[config.mk]
export PLATFORM = sky130hd
export DESIGN_NAME = sgd_dot_product
export DESIGN_NICKNAME = d
export VERILOG_FILES = /design/src/sgd_pkg.sv /design/src/sgd_dot_product.sv
export VERILOG_INCLUDE_DIRS = /design/src
export SDC_FILE = /design/constraint.sdc
export NUM_CORES = 1
export LEC_CHECK = 0
export BUFFER_PORTS_ARGS = -buffer_cell sky130_fd_sc_hd__buf_2
export CORE_MARGIN = 1
export CORE_UTILIZATION = 24
export CTS_BUF_LIST = sky130_fd_sc_hd__clkbuf_2
export DETAILED_ROUTE_END_ITERATION = 16
export GPL_ROUTABILITY_DRIVEN = 1
export HOLD_SLACK_MARGIN = 0.06
export SLEW_MARGIN = 40
export SYNTH_ARGS = -nofsm -noshare
export SYNTH_HDL_FRONTEND = slang
export SYNTH_SLANG_ARGS = --single-unit
[constraint.sdc]
create_clock -name clk -period 16.94 [get_ports clk]
set_clock_uncertainty 0.15 [all_clocks]
set_input_delay 3.388 -clock clk [delete_from_list [all_inputs] [get_ports clk]]
set_output_delay 3.388 -clock clk [all_outputs]
set_load 0.02 [all_outputs]
[src/sgd_consts.svh]
////////////////////////////////////////
// sgd constants
// sample geometry and field widths
////////////////////////////////////////
`ifndef SGD_CONSTS_SVH
`define SGD_CONSTS_SVH

// features per sample
`define SGD_NUM_FEATURES 8

// bits per feature, one plane per bit
`define SGD_FEATURE_BITS 4

// model, label, loss and gradient words
`define SGD_WORD_W 32

// run configuration field widths
`define SGD_BATCH_W 8
`define SGD_SAMPLES_W 16
`define SGD_SHIFT_W 5

`endif

[src/sgd_pkg.sv]
////////////////////////////////////////
// sgd types
// structs passed between the sgd stages
////////////////////////////////////////
`default_nettype none
`include "sgd_consts.svh"

package sgd_pkg;

    // one signed model or gradient word
    typedef logic signed [`SGD_WORD_W-1:0] sgd_word_t;

    // run configuration, taken with start
    typedef struct packed {
        logic [`SGD_BATCH_W-1:0]   mini_batch_size;
        logic [`SGD_SHIFT_W-1:0]   step_shift;
        logic [`SGD_SAMPLES_W-1:0] number_of_samples;
    } sgd_cfg_t;

    // host plane, label only meaningful on the first plane
    typedef struct packed {
        logic [`SGD_NUM_FEATURES-1:0] bits;
        sgd_word_t                    label;
    } sgd_plane_in_t;

    // plane tagged with its place in sample, batch and run
    typedef struct packed {
        logic [`SGD_NUM_FEATURES-1:0] bits;
        sgd_word_t                    label;
        logic                         first;
        logic                         sample_last;
        logic                         batch_end;
        logic                         run_end;
    } sgd_plane_t;

    // rebuilt sample; label slot holds dot minus label
    typedef struct packed {
        logic [`SGD_NUM_FEATURES-1:0][`SGD_FEATURE_BITS-1:0] features;
        sgd_word_t                                          label;
        logic                                               batch_end;
        logic                                               run_end;
    } sgd_sample_t;

    // indexed model word for writeback
    typedef struct packed {
        logic [$clog2(`SGD_NUM_FEATURES)-1:0] index;
        sgd_word_t                            value;
    } sgd_model_word_t;

    // full model, word f at index f
    typedef sgd_word_t [`SGD_NUM_FEATURES-1:0] sgd_model_t;

endpackage

`default_nettype wire

[src/sgd_dot_product.sv]
////////////////////////////////////////
// sgd dot product
// bit-serial dot product, rebuilds features
////////////////////////////////////////
`timescale 1ns/1ps
`default_nettype none
`include "sgd_consts.svh"

module sgd_dot_product (
    input  logic                 clk,
    input  logic                 arst_n,
    input  logic                 dec_valid,
    input  sgd_pkg::sgd_plane_t  dec_plane,
    input  sgd_pkg::sgd_model_t  model,
    output logic                 smp_valid,
    output sgd_pkg::sgd_sample_t sample
);
    import sgd_pkg::*;

    localparam int NF = `SGD_NUM_FEATURES;
    localparam int FB = `SGD_FEATURE_BITS;

    // running partial dot product
    sgd_word_t acc_r;
    sgd_word_t acc_next;
    // label of the sample in progress
    sgd_word_t label_r;

    // features rebuilt msb first
    logic [NF-1:0][FB-1:0] feat_r;
    logic [NF-1:0][FB-1:0] feat_next;

    ////////////////////////////////////////
    // one plane step
    always_comb
    begin
        // msb plane first, so double what is there
        acc_next = dec_plane.first ? '0 : (acc_r << 1);
        for (int f = 0; f < NF; f++)
        begin
            // plane bit set, add that model word
            if (dec_plane.bits[f])
            begin
                acc_next = acc_next + model[f];
            end
            feat_next[f] = {feat_r[f][FB-2:0], dec_plane.bits[f]};
        end
    end

    // old bits fall out after FB planes, no clear needed
    always_ff @(posedge clk)
    begin
        if (dec_valid)
        begin
            acc_r  <= acc_next;
            feat_r <= feat_next;
            if (dec_plane.first)
            begin
                label_r <= dec_plane.label;
            end
        end
    end

    ////////////////////////////////////////
    // sample output
    always_ff @(posedge clk or negedge arst_n)
    begin
        if (!arst_n)
        begin
            smp_valid <= 1'b0;
        end
        else
        begin
            smp_valid <= dec_valid && dec_plane.sample_last;
        end
    end

    always_ff @(posedge clk)
    begin
        if (dec_valid && dec_plane.sample_last)
        begin
            sample.features  <= feat_next;
            // unshifted loss, wraps mod 2^32
            sample.label     <= acc_next - label_r;
            sample.batch_end <= dec_plane.batch_end;
            sample.run_end   <= dec_plane.run_end;
        end
    end

endmodule

`default_nettype wire

==> impl_results.md <==
* Status: completed
* 1st-iter DRT viols at 1,680
* Top FF cell, synth: edfxtp_1
* GRT Resource Usage Total at 20.1%
* CORE AREA at 90,000 um2
* Per-cell routed wire length at 20.0 um
* Worst hold path startpoint: feat_next[11]
* Utilization after layout at 35.3%
* Final min period at 16.54 ns
* Worst setup path start: dec_plane[3]
* Ports at 370
* Post-synth cell types at 82
* FF+latch count, synth at 154
* Vias/cell at 4.95
* Max-Cap Viols at 0
* Setup Total Neg Slack at 0 ns
* Cell taking the most area after synthesis: edfxtp_1
* Gr ovfl total at 0
* Clock latency on the worst-skew pair at 0.82 ns
* Cell area after synthesis at 21,800 um2
* Via count at 24,000
* DRT antenna net count at 0
* Starting Density at 24.2%
* Worst-path maximum fanout at 5
* RePlAce Congestion at 0.965
* I/O Buffers at 369
* Num CTS Buffers at 17
* Critical path type: input pin to register
* Fin crit share at 97.6%
* Fin. Hold Viols at 0
* Die area at 92,100 um2
* Startpoint Class: input pin
* FF-to-FF End: sample[33]
* Achievable Freq at 0.0605 GHz
* Worst setup EP type: register
* CTS tree: yes
* Root Driver: clkbuf_2
* # setup viols final at 0
* Largest net degree at the start of global routing at 66
* Hold Path Depth at 0
* FP Rows at 110
* Clock transition at path regs at 0.30 ns
* WL final at 96,800 um
* Htree depth at 4
* Post-DP HPWL at 82,600 um
* CTS Sinks at 154
* Mapped Cells at 2,604
* Worst path max stage delay at 0.40 ns
* Die Y at 304 um
* Initial antenna violation count at 22
* R2r setup slk at 2.47 ns
* Least-Margin Pin Slew at 0.935 ns
* Critical Path RT at 17.41 ns
* Dominant cells by area after synthesis: edfxtp_1 (21%), ha_1 (17%), xnor2_1 (5.7%)
* EDFF count, synth at 153
* Slew headroom at 37.5%
* Worst Hold Path EP: sample[45]
* Yosys warning count at 0
* Async set-reset flop share out of synthesis at 0.649%
* Die W at 304 um
* P&R area growth vs syn at 45.6%
* Nets at 4,253
* Worst Hold Class: register to register
* Drt pass-1 iters at 6
* Bufs on Longest Clock Path at 2
* First-pass GRT wire length at 137,000 um
* Vias in the first global route at 23,000
* # DRC at 0
* Sequential-to-total area share from yosys stat at 21.2%
* Reg2Reg Depth at 72
* Layout cells sized above 1 at 39.3%
* Net Count, Synth at 3,215
* Slowest stage cell, crit path: maj3_1
* Worst r2r src: acc_r[0]
* Avg Cell Area, Syn at 8.38 um2
* Yosys top cell area share at 21.1%
* Worst Path Arrival at 17.01 ns
* Max Transition Viols Final at 0
==> cells in the mapped netlist (7+ instances only) <==
cell type and n:
a211o_1 7, a211oi_1 23, a21boi_0 16, a21o_1 134, a21oi_1 230, a221oi_1 11
a22o_1 8, a22oi_1 7, a31o_2 8, a31oi_1 35, and2_1 13, and3_1 23
clkbuf_1 59, edfxtp_1 153, fa_1 9, ha_1 299, inv_1 152, mux2_2 91
mux2i_1 25, nand2_1 207, nand2b_1 39, nand3_1 56, nand3b_1 7, nand4_1 24
nor2_1 177, nor2b_1 57, nor3_1 45, o2111ai_1 10, o211ai_1 12, o21a_1 60
o21ai_0 172, o21bai_1 37, o22ai_1 7, o31a_1 7, o31ai_1 27, or2_2 9
or3_1 15, xnor2_1 141, xor2_1 73
==> layout make-up <==
| type | instances | area, um2 |
|---|---|---|
| Clock buffer | 18 | 90.1 |
| Timing Repair Buffer | 1083 | 7230 |
| Tap cell | 1176 | 1470 |
| Fill cell | 9554 | 58300 |
| Multi-Input combinational cell | 2232 | 17600 |
| Antenna cell | 7 | 17.5 |
| Clock inverter | 14 | 174 |
| Inverter | 154 | 578 |
| Sequential cell | 154 | 4620 |
==> timing repair <==
item                                    CTS  global route
buffers inserted                          0            21
resized for setup                        22           235
endpoints found under the setup margin    7            16
hold buffers                              0             0
pin swaps                                 2            76
==> cell usage in the layout, fill, tap and decap left out, types with 50 or more instances in the layout <==
| cell | n |
|---|---|
| nand2_1 | 205 |
| xor2_1 | 68 |
| inv_1 | 152 |
| edfxtp_1 | 153 |
| nand3_1 | 55 |
| nor2_1 | 168 |
| a21o_1 | 134 |
| buf_2 | 368 |
| ha_1 | 267 |
| buf_4 | 711 |
| a21oi_1 | 198 |
| xnor2_1 | 134 |
| o21a_1 | 59 |
| o21ai_0 | 127 |
| nor2b_1 | 50 |
| mux2_2 | 89 |
==> layer usage <==
layer | global-route usage, % | share of wire [%] | vias to the layer above
met1 | 27.2 | 45 | 11300
met2 | 32.7 | 45 | 762
met5 | 0 | 0.038 | -
li1 | - | - | 11800
met4 | 6.30 | 3.2 | 6
met3 | 2.86 | 6.6 | 126
==> flip-flops by register name, indices dropped and copies added (netlist names) <==
name       flops
smp_valid      1
label_r       32
acc_r         31
feat_next     24
sample        66
==> worst max-delay path by stage <==
stage                             to  slack [ns]  depth (start not counted)
after global placement    sample[33]       -1.42                         76
after floorplan           sample[33]       0.006                         74
after global routing      sample[33]       -0.13                         74
final                     sample[33]        0.40                         73
after CTS                 sample[32]       0.006                         72
after detailed placement  sample[33]       -1.64                         79
==> cells by family after synthesis <==
logic type	synth area share (%)
AO/OA/AOI/OAI	27.2
AND/OR/NAND/NOR	15.0
adder cells (fa/ha/maj)	18.0
XOR/XNOR	9.00
buffers and inverters	3.75
flip-flops	21.2
multiplexers	5.91
==> critical path: cells and delay by family <==
kind | cells | cell delay (ns)
buffers and inverters | 6 | 0.87
AND/OR/NAND/NOR | 13 | 1.64
multiplexers | 3 | 0.87
XOR/XNOR | 7 | 1.03
adder cells (fa/ha/maj) | 10 | 3.16
AO/OA/AOI/OAI | 34 | 6.01
==> stage by stage <==
stage | setup slack [ns] | area (um2) | hold slack (ns) | cells
after floorplan | 0.00619 | 21900 | 0.250 | 2604
after global placement | -1.42 | 30100 | 0.252 | 4778
after detailed placement | -1.64 | 30100 | 0.255 | 4778
after CTS | 0.00573 | 30500 | 0.270 | 4810
after global routing | -0.132 | 31800 | 0.292 | 4835
final | 0.403 | 31800 | 0.274 | 4838
Power is not shown: default switching activity piles up to over one toggle a cycle in this logic, so the estimate is an artifact.
