$ cat src/sgd_consts.svh
////////////////////////////////////////
// sgd constants
// sample geometry and field widths
////////////////////////////////////////
`ifndef SGD_CONSTS_SVH
`define SGD_CONSTS_SVH

// features per sample
`define SGD_NUM_FEATURES 8

// bits per feature, one plane per bit
`define SGD_FEATURE_BITS 4

// model, label, loss and gradient words
`define SGD_WORD_W 32

// run configuration field widths
`define SGD_BATCH_W 8
`define SGD_SAMPLES_W 16
`define SGD_SHIFT_W 5

`endif

$ cat src/sgd_pkg.sv
////////////////////////////////////////
// sgd types
// structs passed between the sgd stages
////////////////////////////////////////
`default_nettype none
`include "sgd_consts.svh"

package sgd_pkg;

    // one signed model or gradient word
    typedef logic signed [`SGD_WORD_W-1:0] sgd_word_t;

    // run configuration, taken with start
    typedef struct packed {
        logic [`SGD_BATCH_W-1:0]   mini_batch_size;
        logic [`SGD_SHIFT_W-1:0]   step_shift;
        logic [`SGD_SAMPLES_W-1:0] number_of_samples;
    } sgd_cfg_t;

    // host plane, label only meaningful on the first plane
    typedef struct packed {
        logic [`SGD_NUM_FEATURES-1:0] bits;
        sgd_word_t                    label;
    } sgd_plane_in_t;

    // plane tagged with its place in sample, batch and run
    typedef struct packed {
        logic [`SGD_NUM_FEATURES-1:0] bits;
        sgd_word_t                    label;
        logic                         first;
        logic                         sample_last;
        logic                         batch_end;
        logic                         run_end;
    } sgd_plane_t;

    // rebuilt sample; label slot holds dot minus label
    typedef struct packed {
        logic [`SGD_NUM_FEATURES-1:0][`SGD_FEATURE_BITS-1:0] features;
        sgd_word_t                                          label;
        logic                                               batch_end;
        logic                                               run_end;
    } sgd_sample_t;

    // indexed model word for writeback
    typedef struct packed {
        logic [$clog2(`SGD_NUM_FEATURES)-1:0] index;
        sgd_word_t                            value;
    } sgd_model_word_t;

    // full model, word f at index f
    typedef sgd_word_t [`SGD_NUM_FEATURES-1:0] sgd_model_t;

endpackage

`default_nettype wire

$ cat src/sgd_plane_decode.sv
////////////////////////////////////////
// sgd plane decode
// counts planes and samples, tags each plane
////////////////////////////////////////
`timescale 1ns/1ps
`default_nettype none
`include "sgd_consts.svh"

module sgd_plane_decode (
    input  logic                   clk,
    input  logic                   arst_n,
    input  logic                   start,
    input  sgd_pkg::sgd_cfg_t      cfg,
    input  logic                   plane_valid,
    input  sgd_pkg::sgd_plane_in_t plane_in,
    output logic                   dec_valid,
    output sgd_pkg::sgd_plane_t    dec_plane
);
    import sgd_pkg::*;

    localparam int PLANE_W = $clog2(`SGD_FEATURE_BITS);

    // latched run configuration
    logic [`SGD_BATCH_W-1:0]   batch_size_r;
    logic [`SGD_SAMPLES_W-1:0] num_samples_r;

    // position counters
    logic [PLANE_W-1:0]        plane_cnt;
    logic [`SGD_BATCH_W-1:0]   batch_cnt;
    logic [`SGD_SAMPLES_W-1:0] sample_cnt;

    logic is_first;
    logic is_last;
    logic last_of_run;
    logic last_of_batch;

    assign is_first = (plane_cnt == '0);
    assign is_last  = (plane_cnt == PLANE_W'(`SGD_FEATURE_BITS - 1));
    // tags only hold on the last plane of a sample
    assign last_of_run   = is_last && (sample_cnt + `SGD_SAMPLES_W'(1) == num_samples_r);
    assign last_of_batch = is_last &&
                           ((batch_cnt + `SGD_BATCH_W'(1) == batch_size_r) || last_of_run);

    ////////////////////////////////////////
    // control
    always_ff @(posedge clk or negedge arst_n)
    begin
        if (!arst_n)
        begin
            batch_size_r  <= '0;
            num_samples_r <= '0;
            plane_cnt     <= '0;
            batch_cnt     <= '0;
            sample_cnt    <= '0;
            dec_valid     <= 1'b0;
        end
        else if (start)
        begin
            batch_size_r  <= cfg.mini_batch_size;
            num_samples_r <= cfg.number_of_samples;
            plane_cnt     <= '0;
            batch_cnt     <= '0;
            sample_cnt    <= '0;
            dec_valid     <= 1'b0;
        end
        else
        begin
            dec_valid <= plane_valid;
            if (plane_valid)
            begin
                plane_cnt <= is_last ? '0 : plane_cnt + PLANE_W'(1);
                if (is_last)
                begin
                    sample_cnt <= sample_cnt + `SGD_SAMPLES_W'(1);
                    // batch counter wraps at each mini-batch end
                    batch_cnt  <= last_of_batch ? '0 : batch_cnt + `SGD_BATCH_W'(1);
                end
            end
        end
    end

    ////////////////////////////////////////
    // tagged plane payload
    always_ff @(posedge clk)
    begin
        if (plane_valid)
        begin
            dec_plane.bits        <= plane_in.bits;
            dec_plane.label       <= plane_in.label;
            dec_plane.first       <= is_first;
            dec_plane.sample_last <= is_last;
            dec_plane.batch_end   <= last_of_batch;
            dec_plane.run_end     <= last_of_run;
        end
    end

endmodule

`default_nettype wire

$ cat config.mk
export PLATFORM = sky130hd
export DESIGN_NAME = sgd_plane_decode
export DESIGN_NICKNAME = d
export VERILOG_FILES = /design/src/sgd_pkg.sv /design/src/sgd_plane_decode.sv
export VERILOG_INCLUDE_DIRS = /design/src
export SDC_FILE = /design/constraint.sdc
export NUM_CORES = 1
export LEC_CHECK = 0
export ABC_AREA = 1
export BUFFER_PORTS_ARGS = -buffer_cell sky130_fd_sc_hd__buf_2
export CAP_MARGIN = 5
export CORE_MARGIN = 2
export CORE_UTILIZATION = 50
export CTS_BUF_LIST = sky130_fd_sc_hd__clkbuf_8
export DETAILED_ROUTE_END_ITERATION = 10
export PLACE_DENSITY = 0.75
export SYNTH_ARGS = -nofsm -noshare
export SYNTH_HDL_FRONTEND = slang
export SYNTH_SLANG_ARGS = --single-unit
$ cat constraint.sdc
create_clock -name clk -period 2.3 [get_ports clk]
set_clock_uncertainty 0.1 [all_clocks]
set_input_delay 0.345 -clock clk [delete_from_list [all_inputs] [get_ports clk]]
set_output_delay 0.345 -clock clk [all_outputs]
set_load 0.01 [all_outputs]
==> impl_metrics.tcl <==
set metrics [dict create \
    nNetsFinal 675 \
    hp-class "in2reg" \
    r2r_slack_ns 0.16 \
    cap_violations 0 \
    synth.area.top_cells "edfxtp_1, dfrtp_1, nand2_1, nand3_1, inv_1" \
    fin_crit_sh_pct 93.00 \
    yosysUniqueCellTypes 29 \
    dpl_cell_area_um2 5086 \
    cts_buffers 9 \
    slowest_delay_ns 0.38 \
    path_cells "ha_2 -> nand2_2 -> nor2_4 -> nand2_1 -> nand3_1 -> nand2_1 -> nor2_1 -> nand3_1 -> nor2_1 -> nand3_1 -> nand2_2 -> nand2_4 -> nand2_1 -> nand2_1" \
    max-slew-margin-rel_pct 63.50 \
    core_um2 8593 \
    synth.avg_cell_area_um2 9.185 \
    grt_pass1_wl_um 16500 \
    yosys_warnings 0 \
    worst_r2r_path_depth 14 \
    antenna_cells 0 \
    drt-pass1-iter-count 4 \
    worst_pin_slew_ns 0.5476 \
    stdcell_area_um2 5324 \
    layout_common_cells "nand2_1, buf_2, inv_1" \
    slew_violations 0 \
    clock-sinks 95 \
    final_common_cell "nand2_1" \
    fmax_mhz 467.5 \
    start_util_pct 50.77 \
    r2r_end "batch_cnt[7]" \
    totalPowerFinal_mw 3.345 \
    status "complete, no violations" \
    path_class "reg2reg" \
    worstPathArrival_ns 2.29 \
    synth_cells 475 \
    synth-async-reset-ratio_pct 53.68 \
    period_needed_ns 2.139 \
    drt-initial-drc-count 176 \
    portBuffers 112 \
    wl_per_cell_um 13.90 \
    root_buffer "clkbuf_8" \
    drive_gt1_share_pct 25.21 \
    area_delta_synth_final_pct 22.02 \
    synth_area_um2 4363 \
    vias_per_cell 5.117 \
    clock_latency_ns 0.35 \
    cts_tree "done" \
    irDropWorstVdd_uv 297.5 \
    syn_nets 552 \
    gp_congestion 0.8894 \
    antenna_left 0 \
    setup_violations 0 \
    clockBufferDepth 2 \
    dr_total_vias 3638 \
    ys_ff_latch 95 \
    dominantRegCellSynth "dfrtp_1" \
    crit_start "sample_cnt[1]" \
    ios 118 \
    whs_ns 0.05703 \
    path_max_fanout 8 \
    dp_hpwl_um 7365 \
    final_util_pct 61.95 \
    p_leak_nw 2.519 \
    cp-start-kind "flip-flop" \
    endpoint_kind "flip-flop" \
    synth_edf_count 44 \
    die_w_um 97.41 \
    slowest_stage "dfrtp_1" \
    worstPathRequired_ns 2.45 \
    power.density_nw_per_um2 628.3 \
    synth_top_cell_by_area "edfxtp_1" \
    die_area_um2 9489 \
    r2r_start "sample_cnt[1]" \
    ys_seq_area_share_pct 59.54 \
    wl_um 9885 \
    crit_top_cell "nand2_1" \
    tns_ns 0 \
    htreeDepth 3 \
    overflow 0 \
    die_h_um 97.41 \
    grt_max_degree 52 \
    drc 0 \
    netlist.area_leader.share_pct 30.28 \
    hold_viol_final 0 \
    track_usage_pct 21.52 \
    antenna_found_initial 0 \
    cp-endpoint "batch_cnt[7]" \
    grt_pass1_vias 3464 \
    clkTransAtPathRegs_ns 0.10 \
    num_rows 34 \
    fillers 743 \
]
worst max-delay path: cells and delay by family, from the launching register on:
family                     cells  cell delay, ns
adders and majority gates      1            0.21
DFF                            1            0.38
and+or+nand+nor               13            1.34
metrics by stage:
stage / setup slack (ns) / cells
floorplan: 0.3534 / 475
global placement: 0.1575 / 693
detailed placement: 0.1235 / 693
CTS: 0.1250 / 710
global route: -0.0004170 / 711
finish: 0.1610 / 711
flip-flops by register name, indices dropped and copies added, names as in the netlist:
name	flops
dec_plane	44
num_samples_r	16
sample_cnt	16
batch_cnt	8
batch_size_r	8
plane_cnt	2
dec_valid	1
logic make-up (layout without fill, tap and decap cells):
| logic type | Yosys count | after routing | share of synthesized area (%) |
|---|---|---|---|
| compound gates | 51 | 51 | 6.309 |
| buf+inv | 65 | 193 | 5.592 |
| xor+xnor | 7 | 7 | 1.721 |
| simple gates | 253 | 253 | 25.70 |
| fa+ha+maj | 4 | 4 | 1.147 |
| flops | 95 | 95 | 59.54 |
final cells by class:
| class | count | area, um2 | share of cell area, % |
|---|---|---|---|
| clock buffers | 9 | 123.9 | 2.327 |
| clock inverters | 7 | 71.32 | 1.340 |
| inverters | 57 | 214.0 | 4.019 |
| multi-input cells | 315 | 1546 | 29.05 |
| flip-flops and latches | 95 | 2597 | 48.79 |
| well taps | 108 | 135.1 | 2.538 |
| repair buffers | 120 | 635.6 | 11.94 |
power breakdown:
part / internal, mW / leakage, nW / switching (mW)
Clock: 0.505 / 0.0974 / 0.582
Combinational: 0.137 / 1.32 / 0.196
Sequential: 1.89 / 1.10 / 0.0381
Total: 2.53 / 2.52 / 0.816
worst min-delay path by stage:
| stage | end | startpoint | depth (start not counted) | slack (ns) |
|---|---|---|---|---|
| final | dec_plane[39] | plane_in[35] | 1 | 0.06 |
| after global routing | dec_plane[42] | plane_in[38] | 1 | 0.04 |
| after CTS | dec_plane[39] | plane_in[35] | 1 | 0.05 |
| after global placement | num_samples_r[8] | arst_n | 2 | 0.26 |
| after detailed placement | num_samples_r[8] | arst_n | 2 | 0.26 |
| after floorplan | batch_cnt[0] | arst_n | 0 | -0.05 |
Yosys cell counts, types with 3 or more instances:
cell type / count
inv_1: 56
nand4_1: 12
or2_2: 3
nand3_1: 52
nand2_1: 143
nor2_1: 30
xor2_1: 6
edfxtp_1: 44
dfrtp_1: 51
o21ai_0: 36
clkbuf_1: 8
ha_1: 4
o22ai_1: 7
what timing repair did:
item / in CTS / in global routing
hold buffers: 1 / 0
endpoints found under the hold margin: 51 / 0
endpoints found under the setup margin: 0 / 8
resized for setup: 0 / 7
buffers inserted: 0 / 1
metal layers:
layer	routed length [um]	track usage [%]	share of wire (%)
met1	4402	29.76	45
met2	4665	34.80	47
met3	700	4.029	7.1
met4	116	6.731	1.2
met5	0	0	0
Power figures use the tool's default switching activity.
