==> config.mk <==
export PLATFORM = sky130hd
export DESIGN_NAME = sgd_gradient
export DESIGN_NICKNAME = d
export VERILOG_FILES = /design/src/sgd_pkg.sv /design/src/sgd_gradient.sv
export VERILOG_INCLUDE_DIRS = /design/src
export SDC_FILE = /design/constraint.sdc
export NUM_CORES = 2
export LEC_CHECK = 0
export ABC_AREA = 0
export BUFFER_PORTS_ARGS = -buffer_cell sky130_fd_sc_hd__buf_2
export CAP_MARGIN = 40
export CORE_UTILIZATION = 55
export DETAILED_ROUTE_END_ITERATION = 8
export PLACE_DENSITY = 0.82
export SLEW_MARGIN = 20
export SYNTH_ARGS = -nofsm -noshare
export SYNTH_HDL_FRONTEND = slang
export SYNTH_SLANG_ARGS = --single-unit
==> constraint.sdc <==
create_clock -name clk -period 6.3 [get_ports clk]
set_input_delay 0.63 -clock clk [delete_from_list [all_inputs] [get_ports clk]]
set_output_delay 0.63 -clock clk [all_outputs]
set_load 0.1 [all_outputs]
==> src/sgd_consts.svh <==
////////////////////////////////////////
// sgd constants
// sample geometry and field widths
////////////////////////////////////////
`ifndef SGD_CONSTS_SVH
`define SGD_CONSTS_SVH

// features per sample
`define SGD_NUM_FEATURES 8

// bits per feature, one plane per bit
`define SGD_FEATURE_BITS 4

// model, label, loss and gradient words
`define SGD_WORD_W 32

// run configuration field widths
`define SGD_BATCH_W 8
`define SGD_SAMPLES_W 16
`define SGD_SHIFT_W 5

`endif

==> src/sgd_pkg.sv <==
////////////////////////////////////////
// sgd types
// structs passed between the sgd stages
////////////////////////////////////////
`default_nettype none
`include "sgd_consts.svh"

package sgd_pkg;

    // one signed model or gradient word
    typedef logic signed [`SGD_WORD_W-1:0] sgd_word_t;

    // run configuration, taken with start
    typedef struct packed {
        logic [`SGD_BATCH_W-1:0]   mini_batch_size;
        logic [`SGD_SHIFT_W-1:0]   step_shift;
        logic [`SGD_SAMPLES_W-1:0] number_of_samples;
    } sgd_cfg_t;

    // host plane, label only meaningful on the first plane
    typedef struct packed {
        logic [`SGD_NUM_FEATURES-1:0] bits;
        sgd_word_t                    label;
    } sgd_plane_in_t;

    // plane tagged with its place in sample, batch and run
    typedef struct packed {
        logic [`SGD_NUM_FEATURES-1:0] bits;
        sgd_word_t                    label;
        logic                         first;
        logic                         sample_last;
        logic                         batch_end;
        logic                         run_end;
    } sgd_plane_t;

    // rebuilt sample; label slot holds dot minus label
    typedef struct packed {
        logic [`SGD_NUM_FEATURES-1:0][`SGD_FEATURE_BITS-1:0] features;
        sgd_word_t                                          label;
        logic                                               batch_end;
        logic                                               run_end;
    } sgd_sample_t;

    // indexed model word for writeback
    typedef struct packed {
        logic [$clog2(`SGD_NUM_FEATURES)-1:0] index;
        sgd_word_t                            value;
    } sgd_model_word_t;

    // full model, word f at index f
    typedef sgd_word_t [`SGD_NUM_FEATURES-1:0] sgd_model_t;

endpackage

`default_nettype wire

==> src/sgd_gradient.sv <==
////////////////////////////////////////
// sgd gradient
// loss, gradient sums and mini-batch update
////////////////////////////////////////
`timescale 1ns/1ps
`default_nettype none
`include "sgd_consts.svh"

module sgd_gradient (
    input  logic                    clk,
    input  logic                    arst_n,
    input  logic                    start,
    input  logic [`SGD_SHIFT_W-1:0] step_shift,
    input  logic                    smp_valid,
    input  sgd_pkg::sgd_sample_t    sample,
    output sgd_pkg::sgd_model_t     model,
    output logic                    run_complete
);
    import sgd_pkg::*;

    localparam int NF = `SGD_NUM_FEATURES;
    localparam int FB = `SGD_FEATURE_BITS;
    localparam int W  = `SGD_WORD_W;

    logic [`SGD_SHIFT_W-1:0] shift_r;

    // stage 1, shifted loss with its sample
    sgd_word_t             loss_r;
    logic                  loss_valid;
    logic [NF-1:0][FB-1:0] feat_r;
    logic                  batch_end_r;
    logic                  run_end_r;

    // stage 2, gradient sums
    sgd_model_t grad;
    logic       upd_pending;
    logic       run_pending;

    // loss times feature, per feature
    sgd_model_t prod;

    always_comb
    begin
        for (int f = 0; f < NF; f++)
        begin
            // features are unsigned, zero extend before the signed multiply
            prod[f] = loss_r * $signed({{(W - FB){1'b0}}, feat_r[f]});
        end
    end

    ////////////////////////////////////////
    // stage 1 payload
    always_ff @(posedge clk)
    begin
        if (smp_valid)
        begin
            loss_r      <= $signed(sample.label) >>> shift_r;
            feat_r      <= sample.features;
            batch_end_r <= sample.batch_end;
            run_end_r   <= sample.run_end;
        end
    end

    ////////////////////////////////////////
    // control, gradients and model
    always_ff @(posedge clk or negedge arst_n)
    begin
        if (!arst_n)
        begin
            shift_r      <= '0;
            loss_valid   <= 1'b0;
            upd_pending  <= 1'b0;
            run_pending  <= 1'b0;
            run_complete <= 1'b0;
            grad         <= '0;
            model        <= '0;
        end
        else if (start)
        begin
            // every run starts from a zero model
            shift_r      <= step_shift;
            loss_valid   <= 1'b0;
            upd_pending  <= 1'b0;
            run_pending  <= 1'b0;
            run_complete <= 1'b0;
            grad         <= '0;
            model        <= '0;
        end
        else
        begin
            loss_valid   <= smp_valid;
            upd_pending  <= loss_valid && batch_end_r;
            run_pending  <= loss_valid && run_end_r;
            run_complete <= run_pending;
            for (int f = 0; f < NF; f++)
            begin
                if (upd_pending)
                begin
                    // apply the batch, sums start over
                    model[f] <= model[f] - grad[f];
                    grad[f]  <= '0;
                end
                else if (loss_valid)
                begin
                    grad[f] <= grad[f] + prod[f];
                end
            end
        end
    end

endmodule

`default_nettype wire

==> results.py <==
metrics = {
    "placement": {
        "dpl.cell_count": 10400,
        "hpwl_mm": 164,
        "place.gp.congestion": 0.970,
        "port_buffers": 331,
    },
    "power": {
        "cellLeakagePower_nw": 41.0,
        "vdd_ir_drop_max_mv": 0.469,
        "power_w": 0.0441,
        "power_density_nw_per_um2": 552,
    },
    "yosys": {
        "yosysTopAreaCellShare": 0.190,
        "synthTopCellsByArea": "fa_1 19%, dfrtp_1 18%, ha_1 13%",
        "yosysSeqAreaShare": 0.205,
        "synth-async-reset-ratio": 0.888,
        "yosysTopAreaCell": "fa_1",
        "synth_area_um2": 73300,
        "synth_nets": 10000,
        "synthCells": 8506,
        "ys_types": 80,
        "avgSynthCellArea_um2": 8.62,
        "synth_warnings": 0,
        "synth-edff-count": 66,
        "ys_dominant_reg_cell": "dfrtp_1",
        "synth-seq-cells": 587,
    },
    "layout": {
        "fill_cells": 11000,
        "post-route-util": 0.606,
        "fin_nets": 10200,
        "areaGrowthSynthToFinish_pct": 8.91,
        "layout-drive-gt1-share": 0.0765,
        "final_cells": 10500,
    },
    "clocking": {
        "cts.path.max_buffers": 3,
        "cts.sinks": 587,
        "root_buffer": "clkbuf_16",
        "cts_buffers": 77,
        "clk_latency_ns": 0.71,
        "cts_setup_buffers": 0,
        "clkTransAtPathRegs_ns": 0.06,
        "cts_tree": "yes",
        "htree_levels": 3,
        "hold_buffers": 0,
        "ctsResizeCount": 0,
    },
    "floorplanning": {
        "ios": 332,
        "die_h_um": 367,
        "rows": 133,
        "chipWidth_um": 367,
        "coreArea_um2": 132000,
        "dieArea_um2": 135000,
        "start_util": 0.556,
    },
    "route": {
        "post_drt_wl_per_cell_um": 20.5,
        "via_count": 61300,
        "drc": 0,
        "drt_iter0_markers": 4566,
        "ant_nets": 0,
        "drt-total-wl_mm": 215,
        "viasPerCell": 5.84,
        "first_pass_iters": 8,
    },
    "critical_path": {
        "arrival_ns": 6.49,
        "crit_path_start_kind": "register",
        "r2r_cells": 20,
        "max_stage_delay_ns": 0.57,
        "cpMaxStageDelayCell": "o41ai_1",
        "critPathRequiredTime_ns": 6.89,
        "cp-end-kind": "register",
        "crit_type": "reg -> reg",
        "cp_cell_sequence": "buf_4, nand2_1, fa_1, inv_1, fa_1, inv_1, fa_1, inv_1, ha_1, and2_1, and3_1, a32oi_1, a31oi_1, nand2b_1, o21bai_1, nor3_1, o41ai_1, a31oi_1, xor2_1, o21ai_0",
        "cp_max_fo": 23,
    },
    "global_route": {
        "grt_max_degree": 147,
        "grt_overflow": 0,
        "grt_pass1_vias": 62800,
        "grt_first_pass_wirelength_mm": 342,
        "antenna_found_initial": 11,
        "track_usage": 0.321,
    },
    "timing": {
        "setup_viol": 0,
        "worst_pin_slew_ns": 1.10,
        "slew_viol_final": 0,
        "grt_setup_unrepaired": "false",
        "finClkSkew_ns": 0.0398,
        "fin_crit_sh": 0.937,
        "fin_crit_ns": 5.90,
        "tns_ns": 0,
        "timing.fmax_ghz": 0.169,
        "hold_violations": 0,
        "slew_headroom": 0.269,
    },
    "hold_path": {
        "hold_path_class": "in -> async",
    },
    "status": {
        "status": "complete, no violations",
    },
    "run": {
        "cap_violations": 0,
    },
}
## cell usage in the layout (no fill, tap or decap), types with 26 or more instances in the layout
cell	instances
clkbuf_16	80
a31oi_1	39
o31ai_1	26
nor2b_1	58
nand3_1	82
fa_1	696
and3_1	48
xnor2_1	314
a211oi_1	87
buf_4	99
mux2i_1	264
and2_1	534
edfxtp_1	66
nor3_1	76
o21ai_0	364
dfrtp_1	519
o21bai_1	71
ha_1	744
nand2_1	848
nand2b_1	70
nand4_1	27
buf_2	328
a21o_1	240
a21oi_1	470
xor2_1	164
nor2_1	597
inv_1	1353
o21a_1	59
## per-stage QoR
stage                     instance area, um^2  setup WS (ns)  hold WS [ns]
after global placement                  76800          0.490         0.462
final                                   79900          0.398        0.0459
after detailed placement                77200          0.538         0.470
after CTS                               79700          0.490        0.0355
after global routing                    79900         0.0280         0.103
after floorplan                         73300           1.19         0.334
## sequential cells by signal, indices dropped and copies added (netlist names)
| register | cells |
|---|---|
| grad | 256 |
| model | 256 |
| feat_r | 32 |
| loss_r | 32 |
| shift_r | 5 |
| batch_end_r | 1 |
| loss_valid | 1 |
| run_complete | 1 |
| run_end_r | 1 |
| run_pending | 1 |
| upd_pending | 1 |
## per-layer routing
metal	track usage	routed length, um
met4	0.186	13700
met3	0.0613	18200
met1	0.398	84500
met2	0.521	99000
met5	0	0
## logic make-up (layout without fill, tap and decap cells)
logic type,count (synthesis),in the layout,synth area share
adders and majority gates,1440,1440,0.317
buffers and inverters,1725,1961,0.0883
xor gates and xnor gates,478,478,0.0571
and+or+nand+nor,2438,2438,0.157
other,0,5,0
DFF,587,587,0.205
muxes,292,292,0.0423
AOI/OAI and AO/OA,1546,1546,0.133
## path summary, 6_finish.rpt
path / slack (ns) / to / start
setup reg to reg: 0.40 / grad[220] / loss_r[8]
hold reg to reg: 0.48 / grad[25] / grad[25]
max in group asynchronous: 4.79 / upd_pending / arst_n
min in group clk: 0.12 / batch_end_r / sample[1]
setup / recovery: 0.40 / grad[220] / loss_r[8]
hold / removal: 0.05 / model[206] / arst_n
## report_power, final
group | leakage (nW) | internal [W] | total (W) | switching [W]
Combinational | 32.0 | 0.0139 | 0.0341 | 0.0202
Clock | 1.25 | 0.00270 | 0.00464 | 0.00194
Sequential | 7.78 | 0.00462 | 0.00537 | 0.000749
## Yosys cell counts, types with 9 or more instances
library cell,instances
buf_1,29
a21oi_1,470
ha_1,744
mux2_2,15
nor4_1,11
or3_1,14
nand2_1,849
mux2i_1,264
a211oi_1,87
a21o_1,240
nand3_1,82
or2_2,20
edfxtp_1,66
nor2_1,601
o21bai_1,71
nand4_1,27
o31ai_1,26
and3_1,48
nand2b_1,71
inv_1,1354
xor2_1,164
dfrtp_1,521
a2111oi_0,11
a31o_2,15
a22o_1,15
a211o_1,9
o21a_1,59
a41oi_1,10
a31oi_1,39
mux4_2,13
fa_1,696
o211ai_1,18
clkbuf_1,339
o21ai_0,364
nand3b_1,10
xnor2_1,314
nor2b_1,58
nor3_1,76
and2_1,534
## cell type report
class                      instances  area, um^2  share of cell area
tap                             1755        2200              0.0275
sequential                       587       15000               0.188
multi-input combinational       6194       51900               0.649
clock inverter                    33         374             0.00468
timing repair buffer             464        3110              0.0390
inverter                        1357        5100              0.0638
antenna                            5        12.5            0.000157
clock buffer                     107        2170              0.0272
## critical path: cells and delay by family, from the launching register on
| kind | cells | cell delay [ns] |
|---|---|---|
| adder cells (fa/ha/maj) | 4 | 1.88 |
| AND/OR/NAND/NOR | 5 | 0.83 |
| AO/OA/AOI/OAI | 6 | 1.80 |
| XOR/XNOR | 1 | 0.16 |
| buffers and inverters | 4 | 0.58 |
| flip-flops | 1 | 0.53 |
(Power assumes the default switching activity.)
