<file path="config.mk">
export PLATFORM = sky130hd
export DESIGN_NAME = sgd_model_writeback
export DESIGN_NICKNAME = d
export VERILOG_FILES = /design/src/sgd_pkg.sv /design/src/sgd_model_writeback.sv
export VERILOG_INCLUDE_DIRS = /design/src
export SDC_FILE = /design/constraint.sdc
export NUM_CORES = 1
export LEC_CHECK = 0
export BUFFER_PORTS_ARGS = -buffer_cell sky130_fd_sc_hd__buf_2
export CORE_ASPECT_RATIO = 0.6
export CORE_UTILIZATION = 55
export CTS_BUF_LIST = sky130_fd_sc_hd__clkbuf_2 sky130_fd_sc_hd__clkbuf_4 sky130_fd_sc_hd__clkbuf_8
export CTS_CLUSTER_DIAMETER = 30
export DETAILED_ROUTE_END_ITERATION = 7
export PLACE_DENSITY = 0.82
export SYNTH_ARGS = -nofsm -noshare
export SYNTH_HDL_FRONTEND = slang
export SYNTH_SLANG_ARGS = --single-unit
</file>
<file path="constraint.sdc">
create_clock -name clk -period 2 [get_ports clk]
set_input_delay 0.1 -clock clk [delete_from_list [all_inputs] [get_ports clk]]
set_output_delay 0.1 -clock clk [all_outputs]
set_load 0.05 [all_outputs]
</file>
<file path="src/sgd_consts.svh">
////////////////////////////////////////
// sgd constants
// sample geometry and field widths
////////////////////////////////////////
`ifndef SGD_CONSTS_SVH
`define SGD_CONSTS_SVH

// features per sample
`define SGD_NUM_FEATURES 8

// bits per feature, one plane per bit
`define SGD_FEATURE_BITS 4

// model, label, loss and gradient words
`define SGD_WORD_W 32

// run configuration field widths
`define SGD_BATCH_W 8
`define SGD_SAMPLES_W 16
`define SGD_SHIFT_W 5

`endif

</file>
<file path="src/sgd_pkg.sv">
////////////////////////////////////////
// sgd types
// structs passed between the sgd stages
////////////////////////////////////////
`default_nettype none
`include "sgd_consts.svh"

package sgd_pkg;

    // one signed model or gradient word
    typedef logic signed [`SGD_WORD_W-1:0] sgd_word_t;

    // run configuration, taken with start
    typedef struct packed {
        logic [`SGD_BATCH_W-1:0]   mini_batch_size;
        logic [`SGD_SHIFT_W-1:0]   step_shift;
        logic [`SGD_SAMPLES_W-1:0] number_of_samples;
    } sgd_cfg_t;

    // host plane, label only meaningful on the first plane
    typedef struct packed {
        logic [`SGD_NUM_FEATURES-1:0] bits;
        sgd_word_t                    label;
    } sgd_plane_in_t;

    // plane tagged with its place in sample, batch and run
    typedef struct packed {
        logic [`SGD_NUM_FEATURES-1:0] bits;
        sgd_word_t                    label;
        logic                         first;
        logic                         sample_last;
        logic                         batch_end;
        logic                         run_end;
    } sgd_plane_t;

    // rebuilt sample; label slot holds dot minus label
    typedef struct packed {
        logic [`SGD_NUM_FEATURES-1:0][`SGD_FEATURE_BITS-1:0] features;
        sgd_word_t                                          label;
        logic                                               batch_end;
        logic                                               run_end;
    } sgd_sample_t;

    // indexed model word for writeback
    typedef struct packed {
        logic [$clog2(`SGD_NUM_FEATURES)-1:0] index;
        sgd_word_t                            value;
    } sgd_model_word_t;

    // full model, word f at index f
    typedef sgd_word_t [`SGD_NUM_FEATURES-1:0] sgd_model_t;

endpackage

`default_nettype wire

</file>
<file path="src/sgd_model_writeback.sv">
////////////////////////////////////////
// sgd model writeback
// streams the final model, then done
////////////////////////////////////////
`timescale 1ns/1ps
`default_nettype none
`include "sgd_consts.svh"

module sgd_model_writeback (
    input  logic                     clk,
    input  logic                     arst_n,
    input  logic                     run_complete,
    input  sgd_pkg::sgd_model_t      model,
    output logic                     model_valid,
    output sgd_pkg::sgd_model_word_t model_word,
    output logic                     done
);
    import sgd_pkg::*;

    localparam int IDX_W = $clog2(`SGD_NUM_FEATURES);
    localparam logic [IDX_W-1:0] LAST_IDX = IDX_W'(`SGD_NUM_FEATURES - 1);

    // frozen model and next word to send
    sgd_model_t       snap_r;
    logic             busy;
    logic [IDX_W-1:0] idx_r;

    always_ff @(posedge clk or negedge arst_n)
    begin
        if (!arst_n)
        begin
            model_valid <= 1'b0;
            done        <= 1'b0;
            busy        <= 1'b0;
            idx_r       <= '0;
        end
        else
        begin
            model_valid <= 1'b0;
            // one cycle after the last word
            done        <= model_valid && (model_word.index == LAST_IDX);
            if (run_complete)
            begin
                // word 0 goes out right away
                model_valid <= 1'b1;
                busy        <= 1'b1;
                idx_r       <= IDX_W'(1);
            end
            else if (busy)
            begin
                model_valid <= 1'b1;
                idx_r       <= idx_r + IDX_W'(1);
                if (idx_r == LAST_IDX)
                begin
                    busy <= 1'b0;
                end
            end
        end
    end

    // word payload
    always_ff @(posedge clk)
    begin
        if (run_complete)
        begin
            snap_r           <= model;
            model_word.index <= '0;
            model_word.value <= model[0];
        end
        else if (busy)
        begin
            model_word.index <= idx_r;
            model_word.value <= snap_r[idx_r];
        end
    end

endmodule

`default_nettype wire

</file>
==> metrics.csv, run 1 <==
stage,metric,value,unit
yosys,"top cells by area, synth","edfxtp_1, mux2i_1, o31ai_2, mux2_1, mux2_2",
floorplanning,row count,40,
yosys,fraction of registers with async set/reset,2.02,%
yosys,most frequent cell after synthesis,edfxtp_1,
yosys,Post-synth top flop,edfxtp_1,
clocking,post-CTS sizing,0,
yosys,Mapped Nets,873,
yosys,dominant cell type by area after synthesis,edfxtp_1,
clocking,# Post-CTS Setup Buffers,0,
run_status,error msg,[ERROR RSZ-0060] Max buffer count reached.,
floorplanning,Die Wd,190,um
clocking,clock tree buffer depth,3,
placed_design,dpl hpwl,17500,um
run_status,outcome,aborted with a tool error,
floorplanning,Die H,115,um
yosys,most frequent cells after synthesis,"edfxtp_1, mux2i_1, nand2_1",
placed_design,gp weighted congestion,0.837,
clocking,root cell of the clock tree,clkbuf_8,
clocking,cts bufs inserted,44,
clocking,clock sinks,297,
run_status,Fail Step,4_1_cts,
yosys,Netlist cell types,25,
yosys,mapped cell area,11600,um^2
yosys,sequential area share after synthesis,76.3,%
floorplanning,effective utilization at floorplan,57.1,%
yosys,"FF+latch count, synth",297,
yosys,YS warnings,0,
floorplanning,io pins,296,
yosys,"EDFF count, synth",288,
clocking,CTS Hold Bufs,248,
yosys,Cells after Synth,612,
placed_design,input/output buffers,295,
yosys,Synth Area per Inst,19.0,um^2
clocking,H-tree level count,2,
yosys,Synth top area share,74.5,%
-- per-stage QoR --
stage               cell area, um^2  worst slack (ns)  cells  utilization (%)  hold WS [ns]
floorplan                     11600             0.401    612                -        -0.196
detailed placement            13500             0.129   1162             66.3       -0.0595
global placement              13500             0.221   1162             66.3       -0.0617
-- cells by family after synthesis --
group | count (synthesis) | synth area share (%)
compound gates | 97 | 7.61
xor+xnor | 1 | 0.0755
flops | 297 | 76.3
fa+ha+maj | 2 | 0.216
buf+inv | 38 | 2.08
simple gates | 44 | 1.55
mux | 133 | 12.2
==> run 2: changes to the inputs <==
==> config.mk (replaced) <==
export PLATFORM = sky130hd
export DESIGN_NAME = sgd_model_writeback
export DESIGN_NICKNAME = d
export VERILOG_FILES = /design/src/sgd_pkg.sv /design/src/sgd_model_writeback.sv
export VERILOG_INCLUDE_DIRS = /design/src
export SDC_FILE = /design/constraint.sdc
export NUM_CORES = 1
export LEC_CHECK = 0
export BUFFER_PORTS_ARGS = -buffer_cell sky130_fd_sc_hd__buf_2
export CORE_UTILIZATION = 40
export DETAILED_ROUTE_END_ITERATION = 7
export PLACE_DENSITY_LB_ADDON = 0.15
export SYNTH_ARGS = -nofsm -noshare
export SYNTH_HDL_FRONTEND = slang
export SYNTH_SLANG_ARGS = --single-unit
==> run 2 against run 1 <==
The run now ends clean. Synthesized cell count unchanged. Synthesized area unchanged.
==> metrics.csv, run 2 <==
stage,metric,value,unit
run_status,outcome,finished clean,
yosys,"top cells by area, synth","edfxtp_1, mux2i_1, o31ai_2, mux2_1, mux2_2",
grt,via count of the first global-routing pass,8134,
flow_run,number of max-cap violations,0,
setup_path,cell breakdown of the critical path,buf_12 -> mux2_2 -> o22ai_1 -> o31ai_2,
clocking,root cell of the clock tree,clkbuf_16,
clocking,CTS Hold Bufs,259,
yosys,Netlist cell types,25,
drt,Routed WL,29500,um
timing,Clock Skew,0.0106,ns
setup_path,Crit path largest cell delay,0.45,ns
power,Pleak,7.04,nW
yosys,Mapped Nets,873,
clocking,post-CTS sizing,0,
grt,GR Overflow Total,0,
setup_path,Worst R2R Start,idx_r[0],
setup_path,Critical Path Fanout Max,54,
setup_path,crit path DAT,1.95,ns
clocking,cts bufs inserted,34,
yosys,dominant cell type by area after synthesis,edfxtp_1,
setup_path,critical path type,flop to flop,
timing,min Tclk post-route,1.74,ns
setup_path,CP top delay family,flip-flops,
yosys,YS warnings,0,
clocking,clock slew at reported path FFs,0.06,ns
yosys,"EDFF count, synth",288,
timing,setup ws final,0.263,ns
yosys,"FF+latch count, synth",297,
layout,"commonest non-fill, non-tap cell in the layout",buf_2,
timing,Final Hold Viols,0,
yosys,Cells after Synth,612,
setup_path,CP Launch Point,idx_r[0],
timing,setup TNS,0,ns
setup_path,CP Data Required Time,2.21,ns
placed_design,input/output buffers,295,
clocking,clock sinks,297,
setup_path,Worst Reg-to-Reg Cells,4,
timing,maximum clock rate,576,MHz
layout,Largest regs,"snap_r: 256 flops, model_word: 35 flops, idx_r: 3 flops",
layout,Finished Layout Cells,1589,
yosys,Synth top area share,74.5,%
yosys,fraction of registers with async set/reset,2.02,%
clocking,H-tree level count,2,
yosys,sequential area share after synthesis,76.3,%
yosys,mapped cell area,11600,um^2
placed_design,gp weighted congestion,0.713,
timing,RSZ-0062 raised after global routing,false,
grt,Tot GR Track Use,19.7,%
floorplanning,effective utilization at floorplan,41.2,%
setup_path,cell count along the critical path,4,
layout,most flop-heavy register,snap_r,
setup_path,CP Launch Type,flop,
clocking,CTS tree,yes,
clocking,clock tree buffer depth,3,
drt,via count,7588,
floorplanning,Die Wd,172,um
clocking,clock latency on the worst-skew pair,0.50,ns
placed_design,placed insts,1273,
yosys,most frequent cells after synthesis,"edfxtp_1, mux2i_1, nand2_1",
layout,fin nets,1451,
setup_path,Worst Setup End Kind,flop,
clocking,# Post-CTS Setup Buffers,0,
layout,Syn-to-layout area delta,48.7,%
yosys,Synth Area per Inst,19.0,um^2
timing,Worst Tran Pin Value,0.867,ns
timing,final setup fails,0,
timing,period utilization,86.8,%
drt,Detailed Routing Iterations Pass 1,4,
yosys,most frequent cell after synthesis,edfxtp_1,
placed_design,dpl hpwl,17300,um
drt,routed length per placed instance,18.6,um
layout,share of cells above drive strength 1,35.6,%
worst_hold_path,hold path cells,2,
grt,largest net degree at the start of global routing,145,
setup_path,Crit path buffers/inverters,1,
worst_hold_path,hold crit path type,input pin to flop,
layout,antenna diode count,0,
floorplanning,Die H,172,um
setup_path,Crit-path slowest cell,dfrtp_4,
yosys,Post-synth top flop,edfxtp_1,
drt,Detail Route Antenna Nets,0,
floorplanning,Die Area,29700,um^2
timing,Slew headroom,42.2,%
floorplanning,core region area,28200,um^2
timing,Slew Limit Fails,0,
floorplanning,io pins,296,
layout,"commonest non-fill, non-tap cells in the layout","buf_2, edfxtp_1, dlygate4sd3_1",
layout,fin util,61.3,%
grt,first-pass GRT wire length,43800,um
layout,Largest register FFs,256,
worst_hold_path,hold path start,model[250],
drt,DRC,0,
drt,Via density,4.78,
power,worst vdd ir,0.000765,V
floorplanning,row count,61,
power,power density over cell area,950,nW/um^2
drt,DRT iter0 DRCs,444,
grt,initial antenna violation count,0,
placed_design,pre-CTS setup slack,0.267,ns
-- run 2: cell counts after synthesis --
Identical to the previous run, type by type.
-- run 2: worst paths after layout --
| kind | end | slack [ns] |
|---|---|---|
| max in group asynchronous | idx_r[0] | 1.10 |
| min in group asynchronous | idx_r[0] | 0.60 |
| worst max-delay path | model_word[12] | 0.26 |
| worst max register to register | model_word[12] | 0.26 |
| worst min-delay path | snap_r[250] | 0.31 |
| worst min register to register | done | 0.54 |
-- run 2: kinds of logic (layout without fill, tap and decap cells) --
family / count (synthesis) / count (layout) / share of synthesized area [%]
simple gates: 44 / 44 / 1.55
compound gates: 97 / 97 / 7.61
mux: 133 / 133 / 12.2
flops: 297 / 297 / 76.3
buf+inv: 38 / 637 / 2.08
fa+ha+maj: 2 / 2 / 0.216
xor+xnor: 1 / 1 / 0.0755
-- run 2: cell type report --
cell class	count	area [um^2]
Inverter	1	3.75
Clock buffer	44	910
Fill cell	2034	10900
Tap cell	378	473
Timing Repair Buffer	579	4420
Multi-Input combinational cell	277	2530
Clock inverter	13	66.3
Sequential cell	297	8860
-- run 2: worst register-to-register path, delay by kind of cell (launching register included) --
kind | cells | cell delay (ns)
compound gates | 2 | 0.27
flops | 1 | 0.45
mux | 1 | 0.45
buf+inv | 1 | 0.29
-- run 2: layer usage --
metal | vias up | wire length [um] | track usage (%)
met5 | - | 0 | 0
met4 | 0 | 665 | 6.39
met3 | 53 | 1820 | 4.30
met2 | 270 | 14600 | 34.2
met1 | 3647 | 12400 | 24.4
li1 | 3618 | - | -
-- run 2: power breakdown --
part | internal (mW) | total, mW | switching (mW)
Sequential | 7.51 | 7.70 | 0.188
Clock | 3.20 | 5.53 | 2.33
Combinational | 1.41 | 3.16 | 1.75
-- run 2: stage by stage --
step / hold WS, ns / instance area (um^2) / power (mW)
finish: 0.305 / 17300 / 16.4
floorplan: -0.196 / 11600 / 9.55
global placement: -0.0511 / 13700 / 10.6
CTS: 0.277 / 17300 / 16.6
detailed placement: -0.0497 / 13700 / 10.6
global route: 0.294 / 17300 / 17.1
No activity file was read; power rests on OpenSTA's default activity.
==> run 3: changes to the inputs <==
--- a/config.mk
+++ b/config.mk
@@ -10,6 +10,9 @@
 export CORE_UTILIZATION = 40
 export DETAILED_ROUTE_END_ITERATION = 7
 export PLACE_DENSITY_LB_ADDON = 0.15
+export RECOVER_POWER = 100
+export SKIP_LAST_GASP = 1
 export SYNTH_ARGS = -nofsm -noshare
 export SYNTH_HDL_FRONTEND = slang
 export SYNTH_SLANG_ARGS = --single-unit
+export TNS_END_PERCENT = 30
==> run 3 against run 2 <==
Die area is the same. Register-to-register slack lost 0.07 ns. Cell count is the same. Global-route usage is the same. Largest power group unchanged.
==> metrics.csv, run 3 (synthesis results as in run 2) <==
stage,metric,value,unit
drt,DRT iter0 DRCs,441,
power,power density over cell area,955,nW/um^2
setup_path,Worst R2R Start,idx_r[0],
setup_path,Worst Reg-to-Reg Cells,5,
setup_path,critical path type,flop to flop,
layout,share of cells above drive strength 1,28.1,%
timing,RSZ-0062 raised after global routing,false,
setup_path,crit path DAT,2.03,ns
timing,period utilization,90.5,%
grt,first-pass GRT wire length,43800,um
grt,via count of the first global-routing pass,8134,
timing,maximum clock rate,552,MHz
run_status,outcome,finished clean,
grt,largest net degree at the start of global routing,145,
layout,most flop-heavy register,snap_r,
layout,"commonest non-fill, non-tap cell in the layout",edfxtp_1,
power,worst vdd ir,0.000763,V
worst_hold_path,worst hold endpoint,snap_r[250],
layout,"commonest non-fill, non-tap cells in the layout","edfxtp_1, dlygate4sd3_1, buf_2",
timing,Clock Skew,0.0106,ns
timing,final setup fails,0,
floorplanning,core region area,28200,um^2
clocking,post-CTS sizing,0,
floorplanning,effective utilization at floorplan,41.2,%
clocking,clock latency on the worst-skew pair,0.49,ns
setup_path,CP Launch Type,flop,
worst_hold_path,hold crit path type,input pin to flop,
drt,DRC,0,
grt,initial antenna violation count,0,
timing,min Tclk post-route,1.81,ns
grt,GR Overflow Total,0,
timing,Worst Tran Pin Value,0.979,ns
layout,Largest register FFs,256,
floorplanning,row count,61,
drt,via count,7592,
layout,Finished Cell Area,17100,um^2
flow_run,number of max-cap violations,0,
layout,fin nets,1451,
placed_design,dpl hpwl,17300,um
drt,Detail Route Antenna Nets,0,
placed_design,placed insts,1273,
clocking,H-tree level count,2,
setup_path,Worst Setup End Kind,flop,
clocking,CTS tree,yes,
layout,Finished Layout Cells,1589,
worst_hold_path,hold path cells,2,
clocking,clock slew at reported path FFs,0.06,ns
placed_design,input/output buffers,295,
grt,Tot GR Track Use,19.7,%
floorplanning,Die Area,29700,um^2
setup_path,reg2reg end,model_word[24],
clocking,cts bufs inserted,34,
floorplanning,Die Wd,172,um
setup_path,CP Data Required Time,2.22,ns
timing,Slew headroom,34.7,%
floorplanning,io pins,296,
clocking,clock tree buffer depth,3,
setup_path,Critical Path Fanout Max,23,
floorplanning,Die H,172,um
timing,setup TNS,0,ns
layout,Largest regs,"snap_r: 256 flops, model_word: 35 flops, idx_r: 3 flops",
clocking,root cell of the clock tree,clkbuf_16,
layout,Syn-to-layout area delta,47.2,%
clocking,clock sinks,297,
power,Pleak,6.78,nW
setup_path,"reg-to-reg slack, setup",0.19,ns
placed_design,placed inst area,13700,um^2
drt,Detailed Routing Iterations Pass 1,5,
timing,Hold WS,0.306,ns
drt,Routed WL,29500,um
timing,Slew Limit Fails,0,
timing,Final Hold Viols,0,
drt,routed length per placed instance,18.5,um
placed_design,gp weighted congestion,0.713,
drt,Via density,4.78,
worst_hold_path,hold path start,model[250],
layout,antenna diode count,0,
[run 3: routing by layer]
metal  up-vias  GRT usage [%]  share of wire [%]
met5         -              0                  0
met4         0           6.39                2.2
met3        53           4.30                6.0
met2       274           34.2                 50
met1      3647           24.4                 42
li1       3618              -                  -
[run 3: repair_timing]
item,4_1_cts,5_1_grt
hold buffers,259,0
endpoints found under the setup margin,0,0
hold endpoints to repair,307,0
setup buffers,0,0
[run 3: how the worst max path moves through the flow]
stage	start	endpoint	depth (start not counted)
floorplan	idx_r[0]	model_word[10]	6
detailed placement	idx_r[0]	model_word[18]	5
CTS	idx_r[0]	model_word[18]	5
global route	idx_r[0]	model_word[24]	5
finish	idx_r[0]	model_word[24]	5
global placement	idx_r[0]	model_word[9]	5
[run 3: worst max-delay path, stage by stage, from the launching register on]
cell and delay, ns:
dfrtp_4 0.45, buf_12 0.22, clkbuf_2 0.27, mux2_1 0.35
o22ai_1 0.18, o31ai_2 0.07
[run 3: where the power goes]
part	leakage [nW]	switching (mW)	internal, mW
registers	2.94	0.193	7.51
clock network	0.472	2.34	3.20
logic	3.37	1.75	1.34
total	6.78	4.28	12.0
[run 3: layout make-up]
cell class	count	area, um^2
Multi-Input combinational cell	277	2500
Clock inverter	13	66.3
Tap cell	378	473
Fill cell	2105	11100
Timing Repair Buffer	579	4270
Inverter	1	3.75
Clock buffer	44	910
Sequential cell	297	8860
[run 3: metrics by stage]
step           util, %  setup slack [ns]  total power, mW
2_1_floorplan        -             0.401             9.55
3_3_place_gp      48.6             0.304             10.6
3_5_place_dp      48.6             0.267             10.6
4_1_cts           61.3             0.258             16.6
5_1_grt           60.7            0.0966             17.0
6_report          60.7             0.189             16.3
